<file path="src/logic/rv_backend_pkg.sv">
// RV32 back end shared types
package rv_backend_pkg;

	// Datapath widths
	localparam int WORD_WIDTH    = 32;
	localparam int PC_ADDR_BITS  = 32;
	localparam int REG_ADDR_BITS = 5;

	// Write-back source select
	// WB_ALU must stay zero, a cleared MEM/WB bundle selects it
	typedef enum logic [2:0] {
		WB_ALU  = 3'd0,
		WB_DIV  = 3'd1,
		WB_LOAD = 3'd2,
		WB_IMM  = 3'd3,
		WB_PC4  = 3'd4
	} wb_sel_t;

	// Memory operation of the instruction in the MEM stage
	typedef enum logic [3:0] {
		MEM_NONE = 4'd0,
		LOAD_B   = 4'd1,
		LOAD_BU  = 4'd2,
		LOAD_H   = 4'd3,
		LOAD_HU  = 4'd4,
		LOAD_W   = 4'd5,
		STORE_B  = 4'd6,
		STORE_H  = 4'd7,
		STORE_W  = 4'd8
	} mem_op_t;

	// Execute result entering the back end
	// alu_out is also the byte address for loads and stores
	typedef struct packed {
		logic [PC_ADDR_BITS-1:0]  pc4;
		logic [WORD_WIDTH-1:0]    alu_out;
		logic [WORD_WIDTH-1:0]    div_out;
		logic [WORD_WIDTH-1:0]    imm;
		logic [WORD_WIDTH-1:0]    store_data;
		logic [REG_ADDR_BITS-1:0] rd;
		logic                     wr_en;
		wb_sel_t                  sel_data;
		mem_op_t                  mem_op;
	} ex_mem_t;

	// Bundle held in the MEM/WB register
	typedef struct packed {
		logic [PC_ADDR_BITS-1:0]  pc4;
		logic [WORD_WIDTH-1:0]    alu_out;
		logic [WORD_WIDTH-1:0]    div_out;
		logic [WORD_WIDTH-1:0]    load_data;
		logic [WORD_WIDTH-1:0]    imm;
		logic [REG_ADDR_BITS-1:0] rd;
		logic                     wr_en;
		wb_sel_t                  sel_data;
	} mem_wb_t;

	// One memory word, seen as byte lanes or halfword lanes
	typedef union packed {
		logic [3:0][7:0]  byte_lane;
		logic [1:0][15:0] half_lane;
	} mem_word_u;

endpackage

</file>
<file path="src/logic/wb_regfile.sv">
// Write-back and register file
module wb_regfile import rv_backend_pkg::*; (
	input  logic                     clk,
	input  logic                     rst_n,
	input  mem_wb_t                  wb_in,
	input  logic [REG_ADDR_BITS-1:0] rd_addr,
	output logic [WORD_WIDTH-1:0]    rd_data
);

	localparam int NUM_REGS = 2**REG_ADDR_BITS;

	// Integer registers, x0 included but never written after reset
	logic [WORD_WIDTH-1:0] regs [NUM_REGS];

	// Value selected for write-back
	logic [WORD_WIDTH-1:0] wr_val;

	// Write-back source mux
	always_comb begin
		case (wb_in.sel_data)
			WB_ALU:  wr_val = wb_in.alu_out;
			WB_DIV:  wr_val = wb_in.div_out;
			WB_LOAD: wr_val = wb_in.load_data;
			WB_IMM:  wr_val = wb_in.imm;
			WB_PC4:  wr_val = wb_in.pc4;
			// Unused codes
			default: wr_val = '0;
		endcase
	end

	// Register write at the edge
	// Reset clears the whole file
	always_ff @(posedge clk) begin
		if (!rst_n) begin
			for (int i = 0; i < NUM_REGS; i++) begin
				regs[i] <= '0;
			end
		end else if (wb_in.wr_en && (wb_in.rd != '0)) begin
			regs[wb_in.rd] <= wr_val;
		end
	end

	// Combinational read, no bypass
	// x0 forced to zero
	assign rd_data = (rd_addr == '0) ? '0 : regs[rd_addr];

endmodule

</file>
<file path="config.mk">
export PLATFORM = sky130hd
export DESIGN_NAME = wb_regfile
export DESIGN_NICKNAME = d
export VERILOG_FILES = /design/src/logic/rv_backend_pkg.sv /design/src/logic/wb_regfile.sv
export SDC_FILE = /design/constraint.sdc
export NUM_CORES = 1
export LEC_CHECK = 0
export ABC_AREA = 0
export BUFFER_PORTS_ARGS = -buffer_cell sky130_fd_sc_hd__buf_4
export CAP_MARGIN = 20
export CORE_MARGIN = 5
export CORE_UTILIZATION = 51
export CTS_CLUSTER_SIZE = 20
export DETAILED_ROUTE_END_ITERATION = 7
export PLACE_DENSITY_LB_ADDON = 0.15
export SYNTH_ARGS = -nofsm -noshare
export SYNTH_HDL_FRONTEND = slang
export SYNTH_SLANG_ARGS = --single-unit
</file>
<file path="constraint.sdc">
create_clock -name clk -period 3.7 [get_ports clk]
set_input_delay 0.185 -clock clk [delete_from_list [all_inputs] [get_ports clk]]
set_output_delay 0.185 -clock clk [all_outputs]
set_load 0.01 [all_outputs]
</file>
==> qor.txt <==
Status: finished clean
Core ar.: 88200 um2
Max-slew violation count: 0
Final WS setup: 0.629 ns
Residual DRC: 0
Max FFs per register: 1024
Initial DRC Count: 3575
Num CTS Buffers: 102
Grt ovf: 0
Arr. time, crit path: 2.89 ns
Vias in the first global route: 29000
Pwr Total: 26.4 mW
Fillers: 6779
Vias: 28200
Worst hold path class: in2reg
Pre-CTS setup slack: 0.587 ns
Die width: 308 um
ANT nets after route: 0
Std-Cell Rows: 109
Routability Congestion: 0.860
Ys flop type: edfxtp_1
Synthesized netlist cell count: 3112
Hold Crit Depth: 2
Top cell type's share of synthesized area: 67.9%
Yosys top cell by area: edfxtp_1
Initial Utilization: 51.3%
Antenna violations before repair: 2
DRT Wirelength: 128 mm
Crit path time final: 3.07 ns
Clock Tree Buf Depth: 3
Maximum vdd drop: 0.404 mV
Final worst-path cycle share: 83.0%
Worst setup SP type: input pin
Crit path kind: in2out
LEAKAGE: 17.1 nW
RSZ-0062 raised after global routing: false
Asr flop ratio synth: 0%
Gr busiest metal: met2
Grt met1 use: 36.3%
Worst-path maximum fanout: 25
CTS tree: done
Clock transition at path regs: 0.06 ns
Max cap viols: 0
Die height: 308 um
I/O Buffers: 207
Setup-failing EPs final: 0
Sink count of the clock tree: 1024
CTS root buffer: clkbuf_16
Post-synthesis sequential area ratio: 67.9%
First-pass GRT wire length: 189 mm
Biggest register: regs
DR WL/cell: 28.2 um
Mapped cell area: 45300 um2
Non-filler cells in the finished layout: 4548
Hold_ws: 0.122 ns
DP Cell Count: 4362
Setup Fix Bufs, Post-CTS: 0
Vias per cell: 6.20
Ports: 208
Hpwl dp: 80.7 mm
Fin. Hold Viols: 0
Synth unique cells: 40
Synthesized flop and latch total: 1024
Post-route setup TNS: 0 ns
Top cells by area, synth: edfxtp_1 (68%), mux4_2 (11%), nor2_1 (8.3%), buf_2 (1.6%), mux2_2 (1.6%)
Layout area overhead: 13.8%
H-tree lvl count: 3
Data required, critical path: 3.51 ns
Largest regs: regs x1024
Yosys warning total: 0
Crit path capture type: output pin
F_max: 326 MHz
TritonRoute pass-1 iters: 5
Rel. slew slack: 34.3%
Pin count of the biggest net entering global routing: 67
Met2 Use GR: 45.1%
Layout cells sized above 1: 24.2%
EDFF count, synth: 1024
All-layer global routing usage: 27.0%
Met3 GRT Util: 6.21%
Total die area: 94900 um2
CTS Hold Bufs: 0
Nets: 3477
Pwr Density: 513 nW/um2
Post-CTS resize count: 0
Worst slew pin tran: 0.984 ns
Avg Inst Size Synth: 14.6 um2
-- metal layers --
| metal | vias to the layer above | wire length, um |
|---|---|---|
| met1 | 14600 | 48400 |
| met3 | 195 | 13200 |
| met4 | 2 | 3270 |
| met5 | - | 13 |
| li1 | 11900 | - |
| met2 | 1467 | 63500 |
-- synthesized netlist by cell type (2+ instances only) --
cell type,count
nor3b_1,3
clkbuf_1,127
nand2_1,83
o22a_1,31
nor2b_1,35
buf_2,145
a22oi_1,94
nor2_2,2
o21ai_0,10
inv_1,2
o2111ai_1,9
mux2_2,63
mux2i_1,65
a211oi_1,32
edfxtp_1,1024
a21oi_1,2
nand3b_1,2
buf_6,17
mux4_2,224
a311oi_1,32
nor3b_2,2
o21ai_1,46
nor2_1,996
a221oi_1,23
buf_4,28
-- logic make-up (layout without fill, tap and decap cells) --
family | count (synthesis) | after routing | share of synthesized area, %
and+or+nand+nor | 1134 | 1134 | 9.78
DFF | 1024 | 1024 | 67.9
buffers and inverters | 322 | 561 | 3.62
AOI/OAI and AO/OA | 279 | 279 | 4.57
other | 1 | 33 | 0.00828
muxes | 352 | 352 | 14.1
-- cell type report --
type	instances	area, um2	share of cell area, %
antenna	1	2.50	0.00485
clock buffer	119	2680	5.20
inverter	3	11.3	0.0218
multi-input combinational	1797	13100	25.3
timing repair buffer	373	2970	5.75
sequential	1024	30700	59.6
clock inverter	66	637	1.24
tap	1165	1460	2.83
-- worst paths after layout --
kind                    from           end  slack, ns
hold / removal         rst_n  regs[15][19]       0.12
setup / recovery  rd_addr[0]   rd_data[14]       0.63
-- report_power, final --
group          internal, mW  switching [mW]
sequential             13.4           0.169
combinational         0.983            1.55
clock                  6.00            4.36
total                  20.4            6.08
-- cell usage in the layout, fill, tap and decap left out, types with 3 or more instances in the layout --
master	Yosys	final
nor2_1	996	995
edfxtp_1	1024	1024
nand2_1	83	83
bufinv_16	0	12
clkbuf_16	0	105
clkinv_2	0	19
mux2i_1	65	65
mux4_2	224	224
nor2b_4	1	3
inv_6	0	5
a22oi_1	94	94
nor3b_1	3	3
buf_4	28	359
o2111ai_1	9	9
conb_1	1	32
mux2_2	63	63
a221oi_1	23	23
a311oi_1	32	32
clkinvlp_4	0	4
buf_12	1	12
nor2b_1	35	32
o21ai_0	10	10
o22a_1	31	31
a211oi_1	32	32
clkbuf_1	127	14
clkinv_1	0	24
o21ai_1	46	46
-- through the flow --
stage               utilization (%)  instance area, um2
finish                         58.4               51600
global placement               54.7               48200
detailed placement             54.7               48200
CTS                            58.4               51600
floorplan                         -               45400
global route                   58.4               51600
-- worst max-delay path, stage by stage --
cell and delay [ns]:
buf_4 0.47, nor2_2 0.16, buf_4 0.31, buf_4 0.24
a221oi_1 0.27, o21ai_1 0.18, a311oi_1 0.68, buf_4 0.22
buf_4 0.11
No activity file was read; power rests on OpenSTA's default activity.
