<file path="src/logic/rv_backend_pkg.sv">
// RV32 back end shared types
package rv_backend_pkg;

	// Datapath widths
	localparam int WORD_WIDTH    = 32;
	localparam int PC_ADDR_BITS  = 32;
	localparam int REG_ADDR_BITS = 5;

	// Write-back source select
	// WB_ALU must stay zero, a cleared MEM/WB bundle selects it
	typedef enum logic [2:0] {
		WB_ALU  = 3'd0,
		WB_DIV  = 3'd1,
		WB_LOAD = 3'd2,
		WB_IMM  = 3'd3,
		WB_PC4  = 3'd4
	} wb_sel_t;

	// Memory operation of the instruction in the MEM stage
	typedef enum logic [3:0] {
		MEM_NONE = 4'd0,
		LOAD_B   = 4'd1,
		LOAD_BU  = 4'd2,
		LOAD_H   = 4'd3,
		LOAD_HU  = 4'd4,
		LOAD_W   = 4'd5,
		STORE_B  = 4'd6,
		STORE_H  = 4'd7,
		STORE_W  = 4'd8
	} mem_op_t;

	// Execute result entering the back end
	// alu_out is also the byte address for loads and stores
	typedef struct packed {
		logic [PC_ADDR_BITS-1:0]  pc4;
		logic [WORD_WIDTH-1:0]    alu_out;
		logic [WORD_WIDTH-1:0]    div_out;
		logic [WORD_WIDTH-1:0]    imm;
		logic [WORD_WIDTH-1:0]    store_data;
		logic [REG_ADDR_BITS-1:0] rd;
		logic                     wr_en;
		wb_sel_t                  sel_data;
		mem_op_t                  mem_op;
	} ex_mem_t;

	// Bundle held in the MEM/WB register
	typedef struct packed {
		logic [PC_ADDR_BITS-1:0]  pc4;
		logic [WORD_WIDTH-1:0]    alu_out;
		logic [WORD_WIDTH-1:0]    div_out;
		logic [WORD_WIDTH-1:0]    load_data;
		logic [WORD_WIDTH-1:0]    imm;
		logic [REG_ADDR_BITS-1:0] rd;
		logic                     wr_en;
		wb_sel_t                  sel_data;
	} mem_wb_t;

	// One memory word, seen as byte lanes or halfword lanes
	typedef union packed {
		logic [3:0][7:0]  byte_lane;
		logic [1:0][15:0] half_lane;
	} mem_word_u;

endpackage

</file>
<file path="src/logic/mem_stage.sv">
// Memory access stage
module mem_stage import rv_backend_pkg::*; (
	input  ex_mem_t               ex_in,
	output logic [WORD_WIDTH-1:0] mem_addr,
	output logic [WORD_WIDTH-1:0] mem_wdata,
	output logic [3:0]            mem_be,
	output logic                  mem_we,
	input  mem_word_u             mem_rdata,
	output mem_wb_t               mem_out
);

	// Offset of the access within the word
	logic [1:0] byte_off;

	// Selected lanes from the read word
	logic [7:0]  ld_byte;
	logic [15:0] ld_half;

	// Aligned and extended load result
	logic [WORD_WIDTH-1:0] load_val;

	// ALU result is the byte address
	assign mem_addr = ex_in.alu_out;
	assign byte_off = ex_in.alu_out[1:0];

	// Store decode
	// Data is replicated so every enabled lane has the right bytes
	always_comb begin
		mem_we    = 1'b0;
		mem_be    = 4'b0000;
		mem_wdata = '0;
		case (ex_in.mem_op)
			STORE_B: begin
				mem_we    = 1'b1;
				mem_be    = 4'b0001 << byte_off;
				mem_wdata = {4{ex_in.store_data[7:0]}};
			end
			STORE_H: begin
				mem_we = 1'b1;
				// Low offset bit ignored, halfword aligned
				mem_be    = byte_off[1] ? 4'b1100 : 4'b0011;
				mem_wdata = {2{ex_in.store_data[15:0]}};
			end
			STORE_W: begin
				mem_we    = 1'b1;
				mem_be    = 4'b1111;
				mem_wdata = ex_in.store_data;
			end
			default: begin
				mem_we = 1'b0;
			end
		endcase
	end

	// Byte and halfword views of the same word
	assign ld_byte = mem_rdata.byte_lane[byte_off];
	assign ld_half = mem_rdata.half_lane[byte_off[1]];

	// Load alignment and extension
	always_comb begin
		case (ex_in.mem_op)
			LOAD_B:  load_val = {{(WORD_WIDTH-8){ld_byte[7]}}, ld_byte};
			LOAD_BU: load_val = {{(WORD_WIDTH-8){1'b0}}, ld_byte};
			LOAD_H:  load_val = {{(WORD_WIDTH-16){ld_half[15]}}, ld_half};
			LOAD_HU: load_val = {{(WORD_WIDTH-16){1'b0}}, ld_half};
			LOAD_W:  load_val = mem_rdata;
			// Non-loads carry zero
			default: load_val = '0;
		endcase
	end

	// Bundle for the MEM/WB register
	always_comb begin
		mem_out.pc4       = ex_in.pc4;
		mem_out.alu_out   = ex_in.alu_out;
		mem_out.div_out   = ex_in.div_out;
		mem_out.load_data = load_val;
		mem_out.imm       = ex_in.imm;
		mem_out.rd        = ex_in.rd;
		// Control passes straight through
		mem_out.wr_en    = ex_in.wr_en;
		mem_out.sel_data = ex_in.sel_data;
	end

endmodule

</file>
<file path="config.mk">
export PLATFORM = sky130hd
export DESIGN_NAME = mem_stage
export DESIGN_NICKNAME = d
export VERILOG_FILES = /design/src/logic/rv_backend_pkg.sv /design/src/logic/mem_stage.sv
export SDC_FILE = /design/constraint.sdc
export NUM_CORES = 1
export LEC_CHECK = 0
export BUFFER_PORTS_ARGS = -buffer_cell sky130_fd_sc_hd__buf_2
export CELL_PAD_IN_SITES_DETAIL_PLACEMENT = 2
export CELL_PAD_IN_SITES_GLOBAL_PLACEMENT = 2
export CORE_AREA = 2 2 174 176
export DETAILED_ROUTE_END_ITERATION = 12
export DIE_AREA = 0 0 176 178
export PLACE_DENSITY_LB_ADDON = 0.1
export SLEW_MARGIN = 30
export SYNTH_ARGS = -nofsm -noshare
export SYNTH_HDL_FRONTEND = slang
export SYNTH_SLANG_ARGS = --single-unit
</file>
<file path="constraint.sdc">
create_clock -name vclk -period 1.7
set_input_delay 0.17 -clock vclk [all_inputs]
set_output_delay 0.17 -clock vclk [all_outputs]
set_load 0.1 [all_outputs]
</file>
==> results of run 1 <==
## cell usage after synthesis (all sizes together)
cell type	number
a21o	1
a21oi	2
a221o	8
a22o	16
a22oi	7
a32oi	1
and2	8
and4	1
and4bb	1
buf	182
clkbuf	2
inv	2
mux2	2
mux2i	16
mux4	7
nand2	44
nand2b	1
nand3b	1
nand4b	1
nor2	7
nor2b	1
nor3	1
nor3b	1
nor4b	2
nor4bb	1
o2111ai	1
o211ai	2
o21ai	18
o31ai	2
or2	1
or4b	1
xnor2	1
## critical path: stages
cell and delay, ns:
buf_2 0.12, mux4_2 0.46, and4_4 0.22, a221o_4 0.35
buf_12 0.17
## logic make-up (layout without fill, tap and decap cells)
logic type	Yosys count	after routing	synth area share
mux	25	25	0.1349
buf+inv	186	194	0.5402
simple gates	72	73	0.1513
xor+xnor	1	1	0.003473
compound gates	58	58	0.1701
other cells	0	1	0
## cell type report
class | instances | area (um2) | area share
inverter | 2 | 7.507 | 0.001765
tap | 390 | 488.0 | 0.1147
antenna | 1 | 2.502 | 0.0005882
multi-input combinational | 157 | 1564 | 0.3676
timing repair buffer | 192 | 2192 | 0.5153
## metrics by stage
step                setup WS [ns]  std cells  cell area, um2  utilization  hold WS, ns
detailed placement        -0.2430        734            3959       0.1346       0.3407
floorplan                 -0.2137        342            2885            -       0.5515
global route             -0.01552        741            4252       0.1446       0.3401
CTS                     -0.005096        738            4120       0.1401       0.3407
finish                    0.02052        742            4254       0.1447       0.3400
global placement          -0.1832        734            3959       0.1346       0.3407
## metal layers
| layer | up-vias | wire [um] | track usage |
|---|---|---|---|
| met2 | 159 | 6032 | 0.1340 |
| met5 | - | 27 | 0 |
| met3 | 54 | 1628 | 0.03858 |
| met1 | 1133 | 5322 | 0.09675 |
| li1 | 1027 | - | - |
| met4 | 4 | 396 | 0.02101 |
## worst paths after layout
path | start | to | slack [ns] | cells past startpoint
worst min-delay path | ex_in[60] | mem_out[24] | 0.34 | 0
worst max-delay path | mem_rdata[7] | mem_out[50] | 0.02 | 5
## report_power, final
part           switching (mW)  leakage (nW)  internal [mW]     total, mW
registers                   0             0              0             0
logic                    1.04          1.80          0.611          1.65
clock network               0    0.00000634   0.0000000786  0.0000000786
total                    1.04          1.80          0.611          1.65
## what timing repair did
action / CTS / global route
setup endpoints to repair: 60 / 30
gates resized for setup: 33 / 17
setup buffers: 3 / 2
pin swaps: 7 / 6
gates cloned: 1 / 1
==> reports/results.tsv, run 1 <==
stage	metric	value	unit
setup_path	cp-end-kind	output pin	
setup_path	path_max_fanout	8	
detailed_routing	drt_iter0_markers	54	
setup_path	start_kind	primary input	
detailed_routing	num_vias	2377	
timing	relSlewSlack	0.6776	
synthesis	netlist_area	2522	um2
run_status	outcome	completed	
timing	post-route-period-util	0.9879	
synthesis	synth.yosys.warnings	0	
die	fp.dieH	178	um
synthesis	syn-num-nets	547	
global_route	overflow	0	
placed_design	place.gp.congestion	0.7183	
detailed_routing	avgViaCountPerCell	3.204	
timing	fmax	0.5954	GHz
job	drv_cap	0	
global_route	grt_pass1_vias	2738	
power_and_ir_drop	p_leak	1.798	nW
synthesis	yosysUniqueCellTypes	36	
die	num_rows	63	
synthesis	synth-seq-area-share	0	
cells_and_area	seq_area	0	um2
timing	tightest_slew	0.4869	ns
cells_and_area	layout_commonest_cell	buf_12	
cells_and_area	fillers	3391	
cells_and_area	clkbuf_count	0	
power_and_ir_drop	p_total	1.652	mW
cts	cts.hold.buffers_added	0	
die	num_io_pins	443	
timing	fin_crit	1.679	ns
cells_and_area	area_growth	68.65	%
detailed_routing	drc_errors	0	
synthesis	synth_area_leaders	buf_4 (51%), nand2_1 (6.5%), mux2i_1 (6.3%)	
placed_design	portBuffers	143	
global_route	grt_max_degree	19	
synthesis	synth_area_leader_cell	buf_4	
detailed_routing	postRouteAntennaNets	0	
die	dieArea	31330	um2
synthesis	syn_area_per_cell	7.375	um2
detailed_routing	wl_per_cell	18.07	um
cells_and_area	seq_cell_count	0	
detailed_routing	firstDrtPassIters	3	
timing	rsz0062_at_grt	yes	
synthesis	syn_inst	342	
cells_and_area	drive_gt1_frac	0.7949	
cells_and_area	fin_nets	558	
min_path	hold_class	primary input to output pin	
cells_and_area	layout_common_cells	buf_12 (67), buf_2 (63), buf_4 (49)	
setup_path	cp.required	1.53	ns
setup_path	crit_arrival	1.51	ns
placed_design	dp_hpwl	11.26	mm
detailed_routing	routed_wl	13.41	mm
setup_path	path_class	primary input to output pin	
power_and_ir_drop	ir_drop	0.1409	mV
die	initial_core_util	0.08579	
die	core	29400	um2
timing	finalHoldViolations	0	
power_and_ir_drop	p_per_area	388.4	nW/um2
die	die_w	176	um
global_route	grt_first_pass_wirelength	19.38	mm
timing	setup_viol	0	
timing	tns	0	ns
global_route	grtUsageTotal	0.08198	
timing	drv_slew	0	
synthesis	synth_top_cell_area_share	0.5119	
global_route	antenna_found_initial	3	
Note: power is estimated with default switching activity, not from simulation.
==> run 2, diff against run 1 <==
--- a/config.mk
+++ b/config.mk
@@ -6,12 +6,10 @@
 export NUM_CORES = 1
 export LEC_CHECK = 0
 export BUFFER_PORTS_ARGS = -buffer_cell sky130_fd_sc_hd__buf_2
-export CELL_PAD_IN_SITES_DETAIL_PLACEMENT = 2
-export CELL_PAD_IN_SITES_GLOBAL_PLACEMENT = 2
-export CORE_AREA = 2 2 174 176
+export CORE_AREA = 2 2 170 172
 export DETAILED_ROUTE_END_ITERATION = 12
-export DIE_AREA = 0 0 176 178
-export PLACE_DENSITY_LB_ADDON = 0.1
+export DIE_AREA = 0 0 172 174
+export PLACE_DENSITY = 0.43
 export SLEW_MARGIN = 30
 export SYNTH_ARGS = -nofsm -noshare
 export SYNTH_HDL_FRONTEND = slang
==> run 2 against run 1 <==
Effect of this change: the run now ends with negative setup slack left; first-iteration DRC count shrank 11%; critical path depth unchanged; via count is 0.34% higher; routed wire length down 1.2%; cell count is 2.6% lower; design area down 1.0%; global-route usage about the same; combinational power about the same; critical endpoint unchanged.
==> reports/results.tsv, run 2 (synthesis results as in run 1) <==
stage	metric	value	unit	change
run_status	outcome	finished, violations left		was completed
run_status	violations	negative setup slack		
global_route	grt_max_degree	22		was 19
setup_path	path_class	primary input to output pin		unchanged
placed_design	dp_slack	-0.2434	ns	was -0.2430 ns
detailed_routing	postRouteAntennaNets	0		unchanged
cells_and_area	seq_cell_count	0		unchanged
setup_path	cp.required	1.53	ns	about the same
timing	setup_viol	8		was 0
min_path	hold_class	primary input to output pin		unchanged
cells_and_area	layout_commonest_cell	buf_12		unchanged
die	fp.dieH	174	um	was 178 um
setup_path	start_kind	primary input		unchanged
cells_and_area	fin_cells	723		was 742
placed_design	place.gp.congestion	0.6323		was 0.7183
global_route	antenna_found_initial	0		was 3
global_route	grt_pass1_vias	2514		was 2,738
die	initial_core_util	0.08933		was 0.08579
placed_design	portBuffers	143		unchanged
cells_and_area	seq_area	0	um2	unchanged
cells_and_area	clkbuf_count	0		unchanged
detailed_routing	num_vias	2385		was 2,377
timing	fin_crit	1.751	ns	was 1.679 ns
die	core	28240	um2	was 29,400 um2
power_and_ir_drop	p_total	1.647	mW	was 1.652 mW
cells_and_area	fin_nets	546		was 558
detailed_routing	drc_errors	0		unchanged
die	die_w	172	um	was 176 um
timing	drv_slew	0		unchanged
timing	post-route-period-util	1.030		was 0.9879
cells_and_area	area_growth	66.96	%	was 68.65%
detailed_routing	routed_wl	13.24	mm	was 13.41 mm
job	drv_cap	0		unchanged
die	num_io_pins	443		unchanged
power_and_ir_drop	ir_drop	0.1907	mV	was 0.1409 mV
timing	tightest_slew	0.5802	ns	was 0.4869 ns
die	dieArea	29930	um2	was 31,330 um2
detailed_routing	firstDrtPassIters	4		was 3
timing	relSlewSlack	0.6128		was 0.6776
setup_path	crit_arrival	1.58	ns	was 1.51 ns
timing	tns	-0.3392	ns	was 0 ns
timing	fmax	0.5712	GHz	was 0.5954 GHz
detailed_routing	wl_per_cell	18.31	um	was 18.07 um
cells_and_area	multi_input_area	1548	um2	was 1564 um2
cells_and_area	layout_common_cells	buf_12 (76), buf_2 (67), nand2_1 (35)		was buf_12 (67), buf_2 (63), buf_4 (49)
power_and_ir_drop	p_leak	1.740	nW	was 1.798 nW
detailed_routing	drt_iter0_markers	48		was 54
die	num_rows	62		was 63
timing	rsz0062_at_grt	yes		unchanged
global_route	grtUsageTotal	0.08219		was 0.08198
placed_design	dp_hpwl	11.45	mm	was 11.26 mm
setup_path	path_max_fanout	8		unchanged
timing	whs	0.3400	ns	about the same
cells_and_area	num_antenna_cells	0		was 1
timing	finalHoldViolations	0		unchanged
power_and_ir_drop	p_per_area	391.0	nW/um2	was 388.4 nW/um2
cells_and_area	fillers	3219		was 3,391
global_route	overflow	0		unchanged
placed_design	place_inst	720		was 734
cells_and_area	drive_gt1_frac	0.7876		was 0.7949
global_route	grt_first_pass_wirelength	17.61	mm	was 19.38 mm
detailed_routing	avgViaCountPerCell	3.299		was 3.204
setup_path	cp-end-kind	output pin		unchanged
timing	setup_ws	-0.05056	ns	was 0.02052 ns
## run 2: changes by cell type in the layout (fill, tap and decap cells not counted), moves of 2 or more
cell / previous run / this run
a22oi_1: 4 / 6
a22oi_2: 3 / 1
buf_12: 67 / 76
buf_2: 63 / 67
buf_4: 49 / 28
buf_6: 10 / 7
clkbuf_4: 0 / 2
## run 2: final timing paths
kind                       start      endpoint  slack (ns)  cells after the start
worst max-delay path  ex_in[109]   mem_out[50]       -0.05                      5
worst min-delay path  ex_in[144]  mem_out[140]        0.34                      0
## run 2: report_power, final
part | total, mW | internal, mW | leakage [nW] | switching, mW
registers | 0 | 0 | 0 | 0
logic | 1.65 | 0.608 | 1.74 | 1.04
clock network | 0 | 0 | 0 | 0
total | 1.65 | 0.608 | 1.74 | 1.04
## run 2: layer usage
metal | wire [um] | track usage | vias up
li1 | - | - | 1003
met1 | 4495 | 0.08218 | 1073
met2 | 6370 | 0.1456 | 215
met3 | 1330 | 0.02413 | 92
met4 | 996 | 0.05357 | 2
met5 | 47 | 0.01171 | -
## run 2: area by class of cell
cell class / instances / area share
Inverter: 2 / 0.001783
Multi-Input combinational cell: 156 / 0.3675
Timing Repair Buffer: 181 / 0.5166
Tap cell: 384 / 0.1141
## run 2: repair_timing
item                       in CTS  in global routing
hold buffers                    0                  0
resized for setup               9                 12
setup endpoints to repair      41                 45
pin swaps                       1                  2
setup buffers                   0                  2
hold endpoints to repair        0                  0
cloned                          0                  1
## run 2: stage by stage
stage	util	cell area, um2
2_1_floorplan	-	2885
3_3_place_gp	0.1449	4090
3_5_place_dp	0.1449	4090
4_1_cts	0.1465	4136
5_1_grt	0.1491	4212
6_report	0.1491	4212
## run 2: worst max-delay path, cell delays in order
cell and delay (ns):
buf_8 0.07, mux4_2 0.53, and4_4 0.26, a221o_4 0.36, buf_12 0.17
