`src/logic/rv_backend_pkg.sv`:
```
// RV32 back end shared types
package rv_backend_pkg;

	// Datapath widths
	localparam int WORD_WIDTH    = 32;
	localparam int PC_ADDR_BITS  = 32;
	localparam int REG_ADDR_BITS = 5;

	// Write-back source select
	// WB_ALU must stay zero, a cleared MEM/WB bundle selects it
	typedef enum logic [2:0] {
		WB_ALU  = 3'd0,
		WB_DIV  = 3'd1,
		WB_LOAD = 3'd2,
		WB_IMM  = 3'd3,
		WB_PC4  = 3'd4
	} wb_sel_t;

	// Memory operation of the instruction in the MEM stage
	typedef enum logic [3:0] {
		MEM_NONE = 4'd0,
		LOAD_B   = 4'd1,
		LOAD_BU  = 4'd2,
		LOAD_H   = 4'd3,
		LOAD_HU  = 4'd4,
		LOAD_W   = 4'd5,
		STORE_B  = 4'd6,
		STORE_H  = 4'd7,
		STORE_W  = 4'd8
	} mem_op_t;

	// Execute result entering the back end
	// alu_out is also the byte address for loads and stores
	typedef struct packed {
		logic [PC_ADDR_BITS-1:0]  pc4;
		logic [WORD_WIDTH-1:0]    alu_out;
		logic [WORD_WIDTH-1:0]    div_out;
		logic [WORD_WIDTH-1:0]    imm;
		logic [WORD_WIDTH-1:0]    store_data;
		logic [REG_ADDR_BITS-1:0] rd;
		logic                     wr_en;
		wb_sel_t                  sel_data;
		mem_op_t                  mem_op;
	} ex_mem_t;

	// Bundle held in the MEM/WB register
	typedef struct packed {
		logic [PC_ADDR_BITS-1:0]  pc4;
		logic [WORD_WIDTH-1:0]    alu_out;
		logic [WORD_WIDTH-1:0]    div_out;
		logic [WORD_WIDTH-1:0]    load_data;
		logic [WORD_WIDTH-1:0]    imm;
		logic [REG_ADDR_BITS-1:0] rd;
		logic                     wr_en;
		wb_sel_t                  sel_data;
	} mem_wb_t;

	// One memory word, seen as byte lanes or halfword lanes
	typedef union packed {
		logic [3:0][7:0]  byte_lane;
		logic [1:0][15:0] half_lane;
	} mem_word_u;

endpackage

```
`src/logic/pipereg_mem_wb.sv`:
```
// MEM/WB pipeline register
module pipereg_mem_wb import rv_backend_pkg::*; (
	input  logic    clk,
	input  logic    rst_n,
	input  logic    flush,
	input  mem_wb_t mem_out,
	output mem_wb_t wb_in
);

	// Inert bundle, no register write and ALU source
	localparam mem_wb_t WB_CLEAR = '{
		pc4:       '0,
		alu_out:   '0,
		div_out:   '0,
		load_data: '0,
		imm:       '0,
		rd:        '0,
		wr_en:     1'b0,
		sel_data:  WB_ALU
	};

	// One stage of delay
	// Flush drops the instruction in place of capturing it
	always_ff @(posedge clk) begin
		if (!rst_n || flush) begin
			wb_in <= WB_CLEAR;
		end else begin
			wb_in <= mem_out;
		end
	end

endmodule

```
`config.mk`:
```
export PLATFORM = sky130hd
export DESIGN_NAME = pipereg_mem_wb
export DESIGN_NICKNAME = d
export VERILOG_FILES = /design/src/logic/rv_backend_pkg.sv /design/src/logic/pipereg_mem_wb.sv
export SDC_FILE = /design/constraint.sdc
export NUM_CORES = 1
export LEC_CHECK = 0
export BUFFER_PORTS_ARGS = -buffer_cell sky130_fd_sc_hd__buf_2
export CAP_MARGIN = 20
export CORE_AREA = 2 2 132 134
export CTS_CLUSTER_SIZE = 16
export DETAILED_ROUTE_END_ITERATION = 10
export DIE_AREA = 0 0 134 136
export GPL_ROUTABILITY_DRIVEN = 0
export SKIP_LAST_GASP = 1
export SYNTH_ARGS = -nofsm -noshare
export SYNTH_HDL_FRONTEND = slang
export SYNTH_SLANG_ARGS = --single-unit
```
`constraint.sdc`:
```
create_clock -name clk -period 0.8 [get_ports clk]
set_input_delay 0 -clock clk [delete_from_list [all_inputs] [get_ports clk]]
set_output_delay 0 -clock clk [all_outputs]
set_load 0.05 [all_outputs]
```
==> results.md, run 1 <==
- Outcome: finished, violations left
- Failing checks: negative setup slack
- Vias/cell: 4.28
- Max_slew headroom: 0.783
- H-tree Lvls: 4
- Initial antenna violation count: 0
- Worst hold path depth: 3
- Number of detailed-route iterations in the first pass: 4
- Hold Vio Cnt, Final: 0
- Max Clock Freq: 1090 MHz
- Hold EP: wb_in[22]
- TNS Setup: -14380 ps
- CTS Sinks: 169
- Cell count after synthesis: 374
- Setup-failing EPs final: 169
- Power Density: 1850 nW/um^2
- Routed vias: 4743
- CTS tree: done
- Leakage: 5.53 nW
- Die Span Y: 136 microns
- Commonest non-fill, non-tap cell in the layout: dlygate4sd3_1
- Max FFs per register: 169
- Final HPWL DP: 9950 microns
- Top cell type's share of synthesized area: 0.671
- Overflow left after global routing: 0
- Max Cap Viol: 0
- Hold Startpoint: rst_n
- Largest reg by FF count: wb_in
- Initial cell density of the core: 0.299
- Core footprint: 16900 sq um
- Delay-heaviest family, CP: flip-flops
- Most frequent cells in the layout: dlygate4sd3_1 (170), and3b_1 (169), buf_2 (169), dfxtp_2 (169), buf_8 (139)
- Crit path DAT: 910 ps
- CP Capture Type: output port
- GRT Overall Usage: 0.194
- Post-CTS Setup Bufs: 0
- Full die area: 18200 sq um
- Via count of the first global-routing pass: 5249
- Root Driver: clkbuf_16
- RSZ-0062 raised after global routing: yes
- Detail Route Antenna Nets: 0
- Worst vdd ir: 0.00132 V
- WS Path Type: flop to output port
- Total CTS buffers: 17
- Clock buffer depth: 2
- CP max stage cell: dfxtp_2
- DR iter-0 viols: 118
- Mapped Area: 5040 sq um
- Synth Register Bits: 169
- Worst Slack Setup Final: -115 ps
- Post-synthesis sequential area ratio: 0.671
- Worst-margin pin slew: 326 ps
- ANT cells: 0
- Slew Limit Fails: 0
- Pin count of the biggest net entering global routing: 98
- Routed wire length per instance: 16.6 microns
- Buffers & Inverters on Critical Path: 1
- Final wirelength: 18400 microns
- Netlist cell types: 5
- Syn. warnings: 0
- Fin crit share: 1.14
- Min-Delay Path Class: input port to flop
- Final nets: 1044
- Fin cells: 1109
- IO Port Bufs: 340
- Area grow syn2layout: 117%
- Leading post-synthesis cells by cell area: dfxtp_1 (67%), and3b_1 (29%), buf_2 (2.2%), clkbuf_1 (0.74%), buf_4 (0.60%)
- I/O Pins: 341
- Min Tclk post-route: 915 ps
- Synth Net Count: 546
- First-pass GRT wire length: 27300 microns
- Rows: 48
- Worst-path cell chain: buf_8
- DRC: 0
- Die W: 134 microns
- Crit path max fanout: 1
- Biggest area consumer among synthesized cells: dfxtp_1
- Critical Path Start Type: flop
- Syn avg cell area: 13.5 sq um
- Crit path required time: 800 ps
- Inst Count DP: 908
- Regs by FF count: wb_in: 169 flops
- Clock-pin slew on the worst setup and hold paths: 60 ps
- Fraction of layout cells with a size suffix above 1: 0.615
- Peak per-stage delay on the critical path: 360 ps
[power by group]
group	internal (mW)	total [mW]	switching (mW)	leakage, nW
clock	4.11	7.39	3.28	0.262
sequential	8.83	9.05	0.224	1.45
combinational	1.97	3.88	1.92	3.81
total	14.9	20.3	5.42	5.53
[kinds of logic after synthesis]
| group | synth area share |
|---|---|
| flip-flops | 0.671 |
| AND/OR/NAND/NOR | 0.294 |
| buffers and inverters | 0.0352 |
[Yosys cell counts]
cell type    n
and3b_1    169
buf_4        4
dfxtp_1    169
buf_2       22
clkbuf_1    10
[timing repair]
action,CTS,global route
gates cloned,0,0
endpoints found under the setup margin,169,169
endpoints found under the hold margin,169,0
hold buffers,170,0
gates resized for setup,623,23
[stage by stage]
step / instance area (sq um) / setup WS (ps) / power (mW) / hold slack [ps] / util
after floorplan: 5040 / 213 / 10.7 / 164 / -
after global placement: 6940 / 101 / 11.5 / 242 / 0.411
final: 11000 / -115 / 20.3 / 129 / 0.649
after CTS: 10900 / -133 / 20.3 / 111 / 0.644
after detailed placement: 6940 / 64.3 / 11.6 / 246 / 0.411
after global routing: 11000 / -149 / 21.1 / 127 / 0.649
[metal layers]
metal  wire length, microns  vias to the layer above  track usage
met5                      0                        -            0
met4                    504                        0       0.0845
met2                   9750                      233        0.357
met1                   6450                     2199        0.191
met3                   1670                       36       0.0820
li1                       -                     2275            -
[cell type report]
cell class | instances | area, sq um
well taps | 225 | 282
fillers | 1126 | 5920
flip-flops and latches | 169 | 3590
clock inverters | 11 | 71.3
repair buffers | 515 | 5070
multi-input cells | 169 | 1480
clock buffers | 20 | 457
[how the worst max path moves through the flow]
| stage | start | end | slack (ps) | cells past startpoint |
|---|---|---|---|---|
| 4_1_cts | wb_in[46] | wb_in[46] | -130 | 1 |
| 3_5_place_dp | flush | wb_in[122] | 60 | 3 |
| 2_1_floorplan | wb_in[0] | wb_in[0] | 210 | 0 |
| 3_3_place_gp | flush | wb_in[117] | 100 | 3 |
| 6_report | wb_in[19] | wb_in[19] | -110 | 1 |
| 5_1_grt | wb_in[36] | wb_in[36] | -150 | 1 |
No activity file was read; power rests on OpenSTA's default activity.
==> run 2, diff against run 1 <==
==> constraint.sdc (replaced) <==
create_clock -name clk -period 0.8 [get_ports clk]
set_input_delay 0 -clock clk [delete_from_list [all_inputs] [get_ports clk]]
set_output_delay 0 -clock clk [all_outputs]
set_load 0.02 [all_outputs]
==> results.md, run 2 (synthesized netlist as in run 1, its figures left out) <==
- Sequential power share: 0.468
- ANT cells: 0
- Rows: 48
- Total CTS buffers: 17
- Hold Vio Cnt, Final: 0
- Worst vdd ir: 0.00131 V
- Via count of the first global-routing pass: 5240
- Root Driver: clkbuf_16
- Final nets: 1044
- Fraction of layout cells with a size suffix above 1: 0.615
- Post-CTS Setup Bufs: 0
- Delay-heaviest family, CP: flip-flops
- Fin crit share: 1.09
- Routed wire length per instance: 15.7 microns
- H-tree Lvls: 4
- Routed vias: 4758
- Area grow syn2layout: 107%
- CP max stage cell: dfxtp_2
- Fin util: 0.618
- Slew Limit Fails: 0
- Net Sw Frac: 0.236
- CTS tree: done
- IO Port Bufs: 340
- Crit path max fanout: 1
- Max_slew headroom: 0.789
- Largest reg by FF count: wb_in
- DR iter-0 viols: 137
- Die Span Y: 136 microns
- Max Clock Freq: 1150 MHz
- Max FFs per register: 169
- Comb power frac: 0.149
- Pin count of the biggest net entering global routing: 98
- Die W: 134 microns
- Failing checks: negative setup slack
- Crit path required time: 800 ps
- Initial antenna violation count: 0
- WS Path Type: flop to output port
- Final wirelength: 17400 microns
- Crit path DAT: 870 ps
- Most frequent cells in the layout: dlygate4sd3_1 (170), and3b_1 (169), buf_2 (169), buf_6 (169), dfxtp_2 (169)
- Peak per-stage delay on the critical path: 350 ps
- Final HPWL DP: 9950 microns
- Worst Slack Setup Final: -70.3 ps
- Detail Route Antenna Nets: 0
- Clock buffer depth: 2
- RSZ-0062 raised after global routing: yes
- Full die area: 18200 sq um
- Setup-failing EPs final: 169
- Number of detailed-route iterations in the first pass: 4
- TNS Setup: -7850 ps
- Clock power share: 0.383
- Design Power: 19.2 mW
- Fin cells: 1109
- Int Power: 14.7 mW
- Core footprint: 16900 sq um
- Regs by FF count: wb_in: 169 flops
- I/O Pins: 341
- Clock-pin slew on the worst setup and hold paths: 60 ps
- Outcome: finished, violations left
- DRC: 0
- CTS Sinks: 169
- Min-Delay Path Class: input port to flop
- Vias/cell: 4.29
- Inst Count DP: 908
- Initial cell density of the core: 0.299
- Overflow left after global routing: 0
- Leakage: 5.37 nW
- Critical Path Start Type: flop
- First-pass GRT wire length: 26200 microns
- Buffers & Inverters on Critical Path: 1
- NetSw: 4.54 mW
- Commonest non-fill, non-tap cell in the layout: dlygate4sd3_1
- Max Cap Viol: 0
- GRT Overall Usage: 0.185
- Worst-margin pin slew: 316 ps
- Min Tclk post-route: 870 ps
- Worst-path cell chain: buf_6
- Power Density: 1840 nW/um^2
- CP Capture Type: output port
-- run 2: cell counts in the layout (fill, tap and decap cells not counted) --
Identical to the previous run, type by type.
-- run 2: layout make-up --
class                           instances  area [sq um]
Multi-Input combinational cell        169          1480
Fill cell                            1206          6440
Clock inverter                         11          71.3
Timing Repair Buffer                  515          4550
Clock buffer                           20           457
Tap cell                              225           282
Sequential cell                       169          3590
-- run 2: layer usage --
layer | vias up | track usage | share of wire
met5 | - | 0 | 0
li1 | 2276 | - | -
met3 | 37 | 0.0820 | 0.093
met1 | 2203 | 0.182 | 0.36
met4 | 0 | 0.0857 | 0.030
met2 | 242 | 0.336 | 0.51
-- run 2: path summary, 6_finish.rpt --
path	cells after the start	start	slack (ps)	to
hold / removal	3	rst_n	120	wb_in[22]
setup / recovery	1	wb_in[46]	-70	wb_in[46]
-- run 2: repair_timing --
action / 4_1_cts / 5_1_grt
endpoints found under the hold margin: 169 / 0
gates resized for setup: 506 / 1
setup endpoints to repair: 169 / 169
hold buffers: 170 / 0
-- run 2: stage by stage --
stage	hold slack, ps	instance area (sq um)	setup slack, ps
floorplan	164	5040	260
global placement	242	6940	101
detailed placement	246	6940	64.3
CTS	111	10400	-91.5
global route	123	10400	-108
finish	123	10400	-70.3
-- run 2: power groups by stage --
stage | combinational [mW] | sequential (mW) | clock [mW]
6_report | 2.86 | 8.99 | 7.36
5_1_grt | 3.03 | 9.01 | 7.94
4_1_cts | 2.80 | 8.98 | 7.54
3_5_place_dp | 1.76 | 9.02 | 0
3_3_place_gp | 1.72 | 9.02 | 0
2_1_floorplan | 0.467 | 9.47 | 0
==> run 3, diff against run 2 <==
PLACE_DENSITY = 0.73   (was default)
TNS_END_PERCENT = 50   (was default)
==> results.md, run 3 (synthesized netlist as in run 1, its figures left out) <==
- Outcome: finished, violations left
- Failing checks: negative setup slack
- Worst-margin pin slew: 249 ps
- Die W: 134 microns
- Max FFs per register: 169
- Fin util: 0.622
- Detail Route Antenna Nets: 0
- IO Port Bufs: 340
- Crit path max fanout: 1
- Post-placement setup slack: 49.8 ps
- Max Cap Viol: 0
- ANT cells: 0
- CTS Sinks: 169
- Regs by FF count: wb_in: 169 flops
- Vias/cell: 4.28
- Max_slew headroom: 0.834
- Worst-path cell chain: buf_6
- Total CTS buffers: 17
- CTS tree: done
- Pin count of the biggest net entering global routing: 68
- Die Span Y: 136 microns
- Hold Vio Cnt, Final: 0
- H-tree Lvls: 4
- Overflow left after global routing: 0
- Critical Path Start Type: flop
- Setup-failing EPs final: 169
- TNS Setup: -8770 ps
- RSZ-0062 raised after global routing: yes
- Leakage: 5.42 nW
- Final HPWL DP: 10300 microns
- Rows: 48
- Clock buffer depth: 2
- GRT Overall Usage: 0.186
- WS Path Type: flop to output port
- Initial cell density of the core: 0.299
- Inst Count DP: 912
- Most frequent cells in the layout: buf_2 (180), dlygate4sd3_1 (171), and3b_1 (169), buf_6 (158), dfxtp_2 (157)
- Power Density: 1950 nW/um^2
- Full die area: 18200 sq um
- Clock-pin slew on the worst setup and hold paths: 70 ps
- Design Power: 20.4 mW
- Root Driver: clkbuf_16
- Max Clock Freq: 1130 MHz
- Buffers & Inverters on Critical Path: 1
- Routed wire length per instance: 16.8 microns
- Core footprint: 16900 sq um
- Peak per-stage delay on the critical path: 350 ps
- Fin crit share: 1.11
- Crit path DAT: 880 ps
- Commonest non-fill, non-tap cell in the layout: buf_2
- Routed vias: 4755
- Via count of the first global-routing pass: 4944
- Slew Limit Fails: 0
- Largest reg by FF count: wb_in
- Final wirelength: 18700 microns
- Delay-heaviest family, CP: flip-flops
- Worst Slack Setup Final: -84.1 ps
- Min Tclk post-route: 884 ps
- Fin cells: 1112
- Crit path required time: 800 ps
- I/O Pins: 341
- Number of detailed-route iterations in the first pass: 4
- Final nets: 1049
- Area grow syn2layout: 108%
- Initial antenna violation count: 0
- DR iter-0 viols: 120
- CP max stage cell: dfxtp_2
- Worst vdd ir: 0.00139 V
- DRC: 0
- Fraction of layout cells with a size suffix above 1: 0.603
- CP Capture Type: output port
- Min-Delay Path Class: input port to flop
- First-pass GRT wire length: 26000 microns
[run 3: cell count changes in the layout (fill, tap and decap cells not counted), sizes merged]
cell         before  now
dlygate4sd3     170  171
bufinv            0    4
buf             345  349
inv               2    1
clkbuf           20   18
clkinv            7    6
clkinvlp          2    0
[run 3: area by class of cell]
type | count | area [sq um]
multi-input combinational | 169 | 1480
sequential | 169 | 3580
clock inverter | 11 | 174
fill | 1182 | 6380
clock buffer | 18 | 439
timing repair buffer | 520 | 4540
tap | 225 | 282
[run 3: report_power, final]
group          internal (mW)  switching (mW)  leakage [nW]
sequential              8.82           0.172          1.45
clock                   5.28            3.27         0.302
combinational           1.73            1.15          3.67
[run 3: stage by stage]
stage | hold slack, ps | area [sq um]
floorplan | 164 | 5040
global placement | 241 | 6980
detailed placement | 245 | 6980
CTS | 68.2 | 9940
global route | 86.7 | 10500
finish | 92.1 | 10500
[run 3: timing repair]
item | CTS | global route
buffers inserted | 0 | 0
hold endpoints to repair | 169 | 0
gates cloned | 0 | 0
gates resized for setup | 252 | 221
setup endpoints to repair | 169 | 169
hold buffers | 171 | 0
[run 3: worst paths after layout]
path,start,end,slack (ps),depth (start not counted)
hold / removal,rst_n,wb_in[15],90,3
setup / recovery,wb_in[40],wb_in[40],-80,1
[run 3: per-layer routing]
metal | up-vias | GRT usage | part of all wire
li1 | 2288 | - | -
met1 | 2192 | 0.196 | 0.38
met2 | 244 | 0.334 | 0.51
met3 | 31 | 0.0824 | 0.092
met4 | 0 | 0.0550 | 0.022
met5 | - | 0 | 0
